File: src/source/udp_hub_pkg.sv
package udp_hub_pkg;

   // the client slot index doubles as the arbitration priority
   localparam int unsigned num_clients    = 3;
   localparam int unsigned client_dhcp    = 0;
   localparam int unsigned client_control = 1;
   localparam int unsigned client_stream  = 2;

   // udp ports served by the hub
   localparam logic [15:0] dhcp_client_port = 16'd68;
   localparam logic [15:0] control_port     = 16'd18521;
   localparam logic [15:0] stream_port      = 16'd18520;

   typedef enum logic [1:0] {
      tx_idle    = 2'd0,
      tx_sending = 2'd1,
      tx_done    = 2'd2,
      tx_error   = 2'd3
   } tx_result_t;

   // one byte as delivered by the udp receive path
   typedef struct packed {
      logic [7:0]  data;
      logic        valid;
      logic        last;
      logic        start;
      logic [15:0] dst_port;
      logic [15:0] src_port;
      logic [31:0] src_ip;
   } udp_rx_beat_t;

   typedef struct packed {
      logic [7:0] data;
      logic       valid;
      logic       last;
      logic       start;
   } client_rx_t;

   typedef struct packed {
      logic        start;
      logic [7:0]  data;
      logic        valid;
      logic        last;
      logic [15:0] length;
      logic [15:0] dst_port;
      logic [31:0] dst_ip;
   } client_tx_req_t;

   typedef struct packed {
      logic       grant;
      logic       ready;
      tx_result_t result;
   } client_tx_rsp_t;

   // request fields plus the source port the hub inserts
   typedef struct packed {
      logic        start;
      logic [7:0]  data;
      logic        valid;
      logic        last;
      logic [15:0] length;
      logic [15:0] dst_port;
      logic [31:0] dst_ip;
      logic [15:0] src_port;
   } udp_tx_t;

   typedef struct packed {
      logic [31:0] addr;
      logic        valid;
   } ip_lease_t;

   // port number owned by a client slot
   function automatic logic [15:0] client_port(input int unsigned idx);
      case (idx)
         client_dhcp:    return dhcp_client_port;
         client_control: return control_port;
         default:        return stream_port;
      endcase
   endfunction

endpackage

File: src/source/udp_rx_port_demux.sv
module udp_rx_port_demux (
   input  logic                      m_axis_aclk,
   input  logic                      m_axis_aresetn,
   input  udp_hub_pkg::udp_rx_beat_t rx_beat,
   output udp_hub_pkg::client_rx_t   dhcp_rx,
   output udp_hub_pkg::client_rx_t   control_rx,
   output udp_hub_pkg::client_rx_t   stream_rx
);
   import udp_hub_pkg::*;

   logic [num_clients-1:0] port_hit;
   logic [num_clients-1:0] valid_q;
   logic [num_clients-1:0] last_q;
   logic [num_clients-1:0] start_q;
   logic [7:0]             data_q;

   // at most one slot matches since the ports are distinct
   always_comb begin
      for (int i = 0; i < num_clients; i++) begin
         port_hit[i] = (rx_beat.dst_port == client_port(i));
      end
   end

   // the byte itself is shared by every client
   always_ff @(posedge m_axis_aclk) begin
      data_q <= rx_beat.data;
   end

   always_ff @(posedge m_axis_aclk) begin
      if (!m_axis_aresetn) begin
         valid_q <= '0;
         last_q  <= '0;
         start_q <= '0;
      end else begin
         // beats for unknown ports leave every strobe low
         valid_q <= port_hit & {num_clients{rx_beat.valid}};
         last_q  <= port_hit & {num_clients{rx_beat.last}};
         start_q <= port_hit & {num_clients{rx_beat.start}};
      end
   end

   assign dhcp_rx = '{data: data_q, valid: valid_q[client_dhcp],
                      last: last_q[client_dhcp], start: start_q[client_dhcp]};

   assign control_rx = '{data: data_q, valid: valid_q[client_control],
                         last: last_q[client_control], start: start_q[client_control]};

   assign stream_rx = '{data: data_q, valid: valid_q[client_stream],
                        last: last_q[client_stream], start: start_q[client_stream]};

endmodule

File: src/source/udp_tx_arbiter.sv
module udp_tx_arbiter (
   input  logic                        m_axis_aclk,
   input  logic                        m_axis_aresetn,
   input  udp_hub_pkg::client_tx_req_t dhcp_req,
   input  udp_hub_pkg::client_tx_req_t control_req,
   input  udp_hub_pkg::client_tx_req_t stream_req,
   input  logic                        tx_ready,
   input  udp_hub_pkg::tx_result_t     tx_result,
   output udp_hub_pkg::client_tx_rsp_t dhcp_rsp,
   output udp_hub_pkg::client_tx_rsp_t control_rsp,
   output udp_hub_pkg::client_tx_rsp_t stream_rsp,
   output udp_hub_pkg::udp_tx_t        tx
);
   import udp_hub_pkg::*;

   client_tx_req_t req [num_clients];
   client_tx_rsp_t rsp [num_clients];

   // one-hot and all zero while idle
   logic [num_clients-1:0] grant;
   logic [num_clients-1:0] start_vec;
   logic [num_clients-1:0] next_grant;
   logic                   release_grant;

   assign req[client_dhcp]    = dhcp_req;
   assign req[client_control] = control_req;
   assign req[client_stream]  = stream_req;

   assign dhcp_rsp    = rsp[client_dhcp];
   assign control_rsp = rsp[client_control];
   assign stream_rsp  = rsp[client_stream];

   always_comb begin
      for (int i = 0; i < num_clients; i++) begin
         start_vec[i] = req[i].start;
      end
   end

   // isolate the lowest set bit, which is the highest priority requester
   assign next_grant = start_vec & (~start_vec + 1'b1);

   // the transfer ends with either done or error from the stack
   assign release_grant = (tx_result == tx_done) || (tx_result == tx_error);

   always_ff @(posedge m_axis_aclk) begin
      if (!m_axis_aresetn) begin
         grant <= '0;
      end else if (grant == '0) begin
         grant <= next_grant;
      end else if (release_grant) begin
         // drop for one cycle before the next arbitration
         grant <= '0;
      end
   end

   // forward the granted request with nothing buffered in between
   always_comb begin
      tx = '0;
      for (int i = 0; i < num_clients; i++) begin
         if (grant[i]) begin
            tx.start    = req[i].start;
            tx.data     = req[i].data;
            tx.valid    = req[i].valid;
            tx.last     = req[i].last;
            tx.length   = req[i].length;
            tx.dst_port = req[i].dst_port;
            tx.dst_ip   = req[i].dst_ip;
            tx.src_port = client_port(i);
         end
      end
   end

   // ready and result are only visible to the owner of the grant
   always_comb begin
      for (int i = 0; i < num_clients; i++) begin
         rsp[i].grant  = grant[i];
         rsp[i].ready  = grant[i] & tx_ready;
         rsp[i].result = grant[i] ? tx_result : tx_idle;
      end
   end

endmodule

File: src/source/dhcp_supervisor.sv
module dhcp_supervisor #(
   parameter int unsigned auto_dhcp_seconds = 8
) (
   input  logic                   m_axis_aclk,
   input  logic                   m_axis_aresetn,
   input  logic                   second_tick,
   input  logic                   do_dhcp,
   input  logic                   control_dhcp_reset,
   input  udp_hub_pkg::ip_lease_t dhcp_lease,
   input  udp_hub_pkg::ip_lease_t static_lease,
   input  udp_hub_pkg::ip_lease_t forced_lease,
   output logic                   dhcp_trigger,
   output logic                   dhcp_hold,
   output udp_hub_pkg::ip_lease_t my_ip
);

   localparam int unsigned count_w = $clog2(auto_dhcp_seconds + 1);

   logic [count_w-1:0] tick_count;
   logic [count_w-1:0] tick_count_next;
   logic               auto_done;
   logic               auto_fire;
   logic               force_ip;

   assign tick_count_next = tick_count + 1'b1;

   // the tick that brings the count up to the limit launches dhcp
   assign auto_fire = second_tick && !auto_done &&
                      (tick_count_next == count_w'(auto_dhcp_seconds));

   assign force_ip = forced_lease.valid;

   always_ff @(posedge m_axis_aclk) begin
      if (!m_axis_aresetn) begin
         tick_count <= '0;
         auto_done  <= 1'b0;
      end else begin
         if (second_tick && !auto_done) begin
            tick_count <= tick_count_next;
         end
         // counter stays frozen from here until the next reset
         if (auto_fire) begin
            auto_done <= 1'b1;
         end
      end
   end

   always_ff @(posedge m_axis_aclk) begin
      if (!m_axis_aresetn) begin
         dhcp_trigger <= 1'b0;
         dhcp_hold    <= 1'b0;
      end else begin
         dhcp_trigger <= do_dhcp || auto_fire;
         // dhcp client sits in reset while another address source rules
         dhcp_hold    <= force_ip || control_dhcp_reset;
      end
   end

   // forced beats static, static beats the lease from dhcp
   always_ff @(posedge m_axis_aclk) begin
      if (force_ip) begin
         my_ip.addr <= forced_lease.addr;
      end else if (control_dhcp_reset) begin
         my_ip.addr <= static_lease.addr;
      end else begin
         my_ip.addr <= dhcp_lease.addr;
      end
   end

   always_ff @(posedge m_axis_aclk) begin
      if (!m_axis_aresetn) begin
         my_ip.valid <= 1'b0;
      end else if (force_ip) begin
         my_ip.valid <= 1'b1;
      end else if (control_dhcp_reset) begin
         my_ip.valid <= static_lease.valid;
      end else begin
         my_ip.valid <= dhcp_lease.valid;
      end
   end

endmodule

File: src/source/udp_port_hub.sv
module udp_port_hub #(
   parameter int unsigned auto_dhcp_seconds = 8
) (
   input  logic                        m_axis_aclk,
   input  logic                        m_axis_aresetn,

   // udp stack side
   input  udp_hub_pkg::udp_rx_beat_t   rx_beat,
   output udp_hub_pkg::udp_tx_t        tx,
   input  logic                        tx_ready,
   input  udp_hub_pkg::tx_result_t     tx_result,

   // port clients, receive
   output udp_hub_pkg::client_rx_t     dhcp_rx,
   output udp_hub_pkg::client_rx_t     control_rx,
   output udp_hub_pkg::client_rx_t     stream_rx,

   // port clients, transmit
   input  udp_hub_pkg::client_tx_req_t dhcp_req,
   input  udp_hub_pkg::client_tx_req_t control_req,
   input  udp_hub_pkg::client_tx_req_t stream_req,
   output udp_hub_pkg::client_tx_rsp_t dhcp_rsp,
   output udp_hub_pkg::client_tx_rsp_t control_rsp,
   output udp_hub_pkg::client_tx_rsp_t stream_rsp,

   // address and dhcp supervision
   input  logic                        second_tick,
   input  logic                        do_dhcp,
   input  logic                        control_dhcp_reset,
   input  udp_hub_pkg::ip_lease_t      dhcp_lease,
   input  udp_hub_pkg::ip_lease_t      static_lease,
   input  udp_hub_pkg::ip_lease_t      forced_lease,
   output logic                        dhcp_trigger,
   output logic                        dhcp_hold,
   output udp_hub_pkg::ip_lease_t      my_ip
);

   udp_rx_port_demux rx_demux_inst (
      .m_axis_aclk    (m_axis_aclk),
      .m_axis_aresetn (m_axis_aresetn),
      .rx_beat        (rx_beat),
      .dhcp_rx        (dhcp_rx),
      .control_rx     (control_rx),
      .stream_rx      (stream_rx)
   );

   udp_tx_arbiter tx_arbiter_inst (
      .m_axis_aclk    (m_axis_aclk),
      .m_axis_aresetn (m_axis_aresetn),
      .dhcp_req       (dhcp_req),
      .control_req    (control_req),
      .stream_req     (stream_req),
      .tx_ready       (tx_ready),
      .tx_result      (tx_result),
      .dhcp_rsp       (dhcp_rsp),
      .control_rsp    (control_rsp),
      .stream_rsp     (stream_rsp),
      .tx             (tx)
   );

   // the trigger and hold outputs drive the external dhcp client
   dhcp_supervisor #(
      .auto_dhcp_seconds (auto_dhcp_seconds)
   ) dhcp_supervisor_inst (
      .m_axis_aclk        (m_axis_aclk),
      .m_axis_aresetn     (m_axis_aresetn),
      .second_tick        (second_tick),
      .do_dhcp            (do_dhcp),
      .control_dhcp_reset (control_dhcp_reset),
      .dhcp_lease         (dhcp_lease),
      .static_lease       (static_lease),
      .forced_lease       (forced_lease),
      .dhcp_trigger       (dhcp_trigger),
      .dhcp_hold          (dhcp_hold),
      .my_ip              (my_ip)
   );

endmodule

File: config.mk
export PLATFORM = sky130hd
export DESIGN_NAME = udp_port_hub
export DESIGN_NICKNAME = d
export VERILOG_FILES = /design/src/source/udp_hub_pkg.sv /design/src/source/udp_rx_port_demux.sv /design/src/source/udp_tx_arbiter.sv /design/src/source/dhcp_supervisor.sv /design/src/source/udp_port_hub.sv
export SDC_FILE = /design/constraint.sdc
export NUM_CORES = 1
export LEC_CHECK = 0
export BUFFER_PORTS_ARGS = -buffer_cell sky130_fd_sc_hd__buf_2
export CAP_MARGIN = 20
export CORE_AREA = 2 2 222 224
export CTS_CLUSTER_SIZE = 16
export DETAILED_ROUTE_END_ITERATION = 7
export DIE_AREA = 0 0 224 226
export GPL_ROUTABILITY_DRIVEN = 0
export PLACE_DENSITY = 0.31
export SYNTH_ARGS = -nofsm -noshare
export SYNTH_HDL_FRONTEND = slang
export SYNTH_HIERARCHICAL = 1
export SYNTH_SLANG_ARGS = --single-unit
File: constraint.sdc
create_clock -name m_axis_aclk -period 1.4 [get_ports m_axis_aclk]
set_clock_uncertainty 0.2 [all_clocks]
set_input_delay 0.07 -clock m_axis_aclk [delete_from_list [all_inputs] [get_ports m_axis_aclk]]
set_output_delay 0.07 -clock m_axis_aclk [all_outputs]
set_load 0.02 [all_outputs]
---- Word-level counts from Yosys, hierarchy flattened ----
Cells that the tools add are included.
storage, ports and cells
  bits in registers ....................... 60
  bits of input ports ..................... 407
  output and inout bits ................... 171
operators by class
  $add $sub $neg .......................... 2
  equal/unequal tests ..................... 6
  multiplexer cells ....................... 12
  bitwise gates (word level) .............. 8
  reductions and logical operators ........ 8
operators by type and width
  cell                    number
  $mux W91                3
  $mux W32                2
  $eq A16 B15 Y1 const B  2
  $eq A16 B7 Y1 const B   1
  $and A3 B3 Y3           4
  $mux W2                 3
  $mux W3                 2
  $add A4 B1 Y4 const B   1
  $eq A2 B2 Y1 const B    2
  $eq A4 B4 Y1 const B    1
  $add A3 B1 Y3 const B   1
  $and A1 B1 Y1           3
  $logic_not A3 Y1        1
  $logic_or A1 B1 Y1      3
  $not A3 Y3              1
  $logic_and A1 B1 Y1     2
  $mux W1                 2
  $reduce_bool A2 Y1      1
  $logic_not A1 Y1        1

---- Logic depth before layout (Yosys ltp) ----
  depth in word-level cells ............... 4
  depth in mapped cells ................... 4
  depth with buffers taken out ............ 4

---- Modules after synthesis ----
The synthesis kept the hierarchy.
modules (own cells, without submodules)
  module             instances  cells each  area each (um^2)  seq. area each (um^2)
  udp_tx_arbiter     1          383         2273.4            60.1
  dhcp_supervisor    1          175         1661.6            800.8
  udp_rx_port_demux  1          54          601.8             340.3

---- Worst setup path after synthesis ----
OpenSTA, ideal clock, no wires.
  path kind ............................... register to output
  start point ............................. reg tx_arbiter_inst.grant[0]
  end point ............................... out tx[24] (netlist bit)
  arrival time ............................ 1379 ps
  path slack .............................. -249 ps
  stages on the path, launching flop included .. 5
  buffers on the path ..................... 2
  cell sequence ........................... dfxtp_1 > buf_2 > clkbuf_1 > nand3b_1 > a21oi_1
RTL lines
  item                    line                  source
  start, declared         udp_tx_arbiter.sv:20  logic [num_clients-1:0] grant;
  start signal, assigned  udp_tx_arbiter.sv:49  grant <= next_grant;
  end, declared           udp_port_hub.sv:9     output udp_hub_pkg::udp_tx_t tx,

==> results.yml <==
routing:
  detail_route.first_pass.iterations: 4
  vias: 6804
  routedWlPerCell_um: 16.1
  viasPerCell: 3.62
  drc: 0
  ant_nets: 0
  drtIter0Drc: 148
  wl_mm: 30.2
synth:
  syn_inst: 612
  ys.flop_type: "dfxtp_1"
  seq_area_frac_synth_pct: 26.5
  ys_seq_elements: 60
  yosysMostFrequentCell: "a21oi_1"
  yosys.area.top_type: "dfxtp_1"
  synth_top_area_share_pct: 26.5
  yosys-top-cells-count: "a21oi_1, nand3b_1, nor2b_1"
  synth_area_um2: 4540
  synth-simple-area-share_pct: 33.2
  synth_fa_ha_area_share_pct: 0.552
  synth_xor_area_share_pct: 0.772
  synth_warnings: 6
  async_flop_share_pct: 0
  yosys-mux-area-fraction_pct: 7.28
  synth_edf_count: 0
  synth_top_family_by_area: "simple AND/OR/NAND/NOR gates"
  post_synth_num_cell_types: 37
  synth_compound_area_share_pct: 21.1
  synthTopCellsByArea: "dfxtp_1, a21oi_1, nand3b_1"
  avgSynthCellArea_um2: 7.41
setup_path:
  r2r_setup_slack_ns: -0.20
  setup.worst_path.start: "tx_arbiter_inst/grant[1]"
  reg2reg_from: "tx_arbiter_inst/grant[1]"
  crit_arrival_ns: 1.54
  critPathRequiredTime_ns: 1.13
  cp_num_buf_inv: 3
  cpMaxStageDelayCell: "dfxtp_4"
  crit_path_max_incr_delay_ns: 0.41
  critPathCaptureType: "output pin"
  crit_family: "buffers and inverters"
  criticalPathCategory: "flop to output pin"
  worstSetupStartpointType: "flop"
  critPathMaxFanout: 11
  path_cells: "buf_4 -> buf_16 -> nand3b_1 -> a21oi_2 -> buf_6"
timing:
  final-hold-violation-count: 5
  setup_violations: 96
  rsz0062_at_grt: "yes"
  max_freq_ghz: 0.552
  min_period_ns: 1.81
  whs_ns: -0.0102
  tns_ns: -30.12
  fin_ws_ns: -0.412
  fin_crit_sh_pct: 129
  drv_slew: 0
pwr:
  p_comb_share_pct: 44.8
  p_leak_nw: 4.86
  pwr-share-seq_pct: 24.1
  swShare_pct: 33.3
  p_sw_mw: 2.59
  p_int_mw: 5.19
  power.density_nw_per_um2: 722
  ir_worst_vdd_mv: 0.580
  power_frac_clock_pct: 31.0
placed_design:
  place_ws_ns: -0.149
  dp.cells: 1718
  place_hpwl_mm: 22.4
  port_buffers: 520
  place_area_um2: 8180
global_route:
  grt_max_degree: 66
  grt_usage_pct: 10.7
  grt_pass1_vias: 6861
  antenna_found_initial: 6
  grt_pass1_wl_mm: 40.2
  globalRouteOverflowTotal: 0
final_layout:
  multi_input_area_um2: 3330
  postLayoutCellArea_um2: 10800
  area_growth_pct: 138
  fin_util_pct: 22.3
  drive_gt1_share_pct: 57.1
  seqCellArea_um2: 1210
  n_fill_cell: 5348
  layout.cells.non_filler: 1878
  fin_nets: 1659
job:
  max-cap-violations: 0
run_status:
  status: "complete, but fails checks"
  violations: "hold timing, setup timing"
cts:
  clock_path_buffers: 2
  cts_buffers: 9
  clkSinkCount: 60
  path_clk_slew_ns: 0.05
  cts_tree: "built"
  cts_htree_levels: 3
  clockRootBuffer: "clkbuf_16"
  clk-insertion-delay-late_ns: 0.35
min_path:
  hold_path.class: "primary input to flop"
  worstHoldStart: "rx_beat[60]"
die:
  die_y_um: 226
  die_area_um2: 50600
  core_area_um2: 48300
  io_pins: 578
  die_w_um: 224
  rows: 81
  start_util_pct: 9.38
metrics by stage:
step                      total power [mW]  hold WS (ns)
final                                 7.78       -0.0102
after global routing                  8.24        0.0183
after CTS                             7.68       0.00293
after detailed placement              4.55       -0.0257
after global placement                4.57       -0.0279
after floorplan                       3.36        -0.102
placed cells by master, fill, tap and decap left out, drive strengths merged, types with 9 or more instances in the layout:
master and n:
dfxtp 60, nand3b 79, dlygate4sd3 117, nand2 35
clkbuf 18, conb 9, a21oi 151, o21ai 36
nor2 16, buf 579, mux2i 33, nor2b 78
and2 9
state kept, by name (all words and copies together) (netlist names):
register	cells
rx_demux_inst/valid_q	3
tx_arbiter_inst/grant	3
rx_demux_inst/start_q	3
dhcp_supervisor_inst/tick_count	4
rx_demux_inst/data_q	8
dhcp_supervisor_inst/dhcp_hold	1
dhcp_supervisor_inst/my_ip	33
dhcp_supervisor_inst/dhcp_trigger	1
dhcp_supervisor_inst/auto_done	1
rx_demux_inst/last_q	3
per-layer routing:
layer  up-vias  share of wire, %  GRT usage [%]
met5         -              0.12              0
met4         6               1.3           3.31
met3        26               8.2           3.27
met2       351                54           20.8
met1      3054                36           10.7
li1       3367                 -              -
worst register-to-register path, stage by stage (launching register included):
cell and delay [ns]:
dfxtp_4 0.41, buf_4 0.16, buf_4 0.15, or4_4 0.50
o21ai_2 0.11
final cells by class:
cell class              count  area share (%)
inverters                   2          0.0697
well taps                 622            7.22
diodes                      1          0.0232
clock buffers              13            2.60
repair buffers            701            47.5
multi-input cells         476            30.9
clock inverters             3           0.383
flip-flops and latches     60            11.3
path summary, 6_finish.rpt:
check | endpoint | cells after the start
setup / recovery | tx[44] | 5
hold / removal | rx_demux_inst/valid_q[1] | 5
setup reg to reg | tx_arbiter_inst/grant[2] | 4
hold reg to reg | dhcp_supervisor_inst/auto_done | 2
kinds of logic (layout without fill, tap and decap cells):
family / count (synthesis) / count (layout)
AOI/OAI and AO/OA: 190 / 190
xor gates and xnor gates: 4 / 4
adders and majority gates: 2 / 2
buffers and inverters: 84 / 719
DFF: 60 / 60
muxes: 33 / 33
other: 1 / 10
and+or+nand+nor: 238 / 238
power by group through the flow:
stage,clock network (mW),registers (mW),logic (mW)
after global routing,2.62,1.89,3.74
after detailed placement,0,1.91,2.64
after floorplan,0,2.04,1.32
final,2.42,1.88,3.49
after global placement,0,1.91,2.66
after CTS,2.52,1.88,3.27
timing repair:
action                                  CTS  global route
pin swaps                                 4            10
hold buffers                            109            19
gates cloned                              5             7
endpoints found under the hold margin    60            11
gates resized for setup                 145            79
endpoints found under the setup margin   96           111
setup buffers                             6             9
Note: power is estimated with default switching activity, not from simulation.
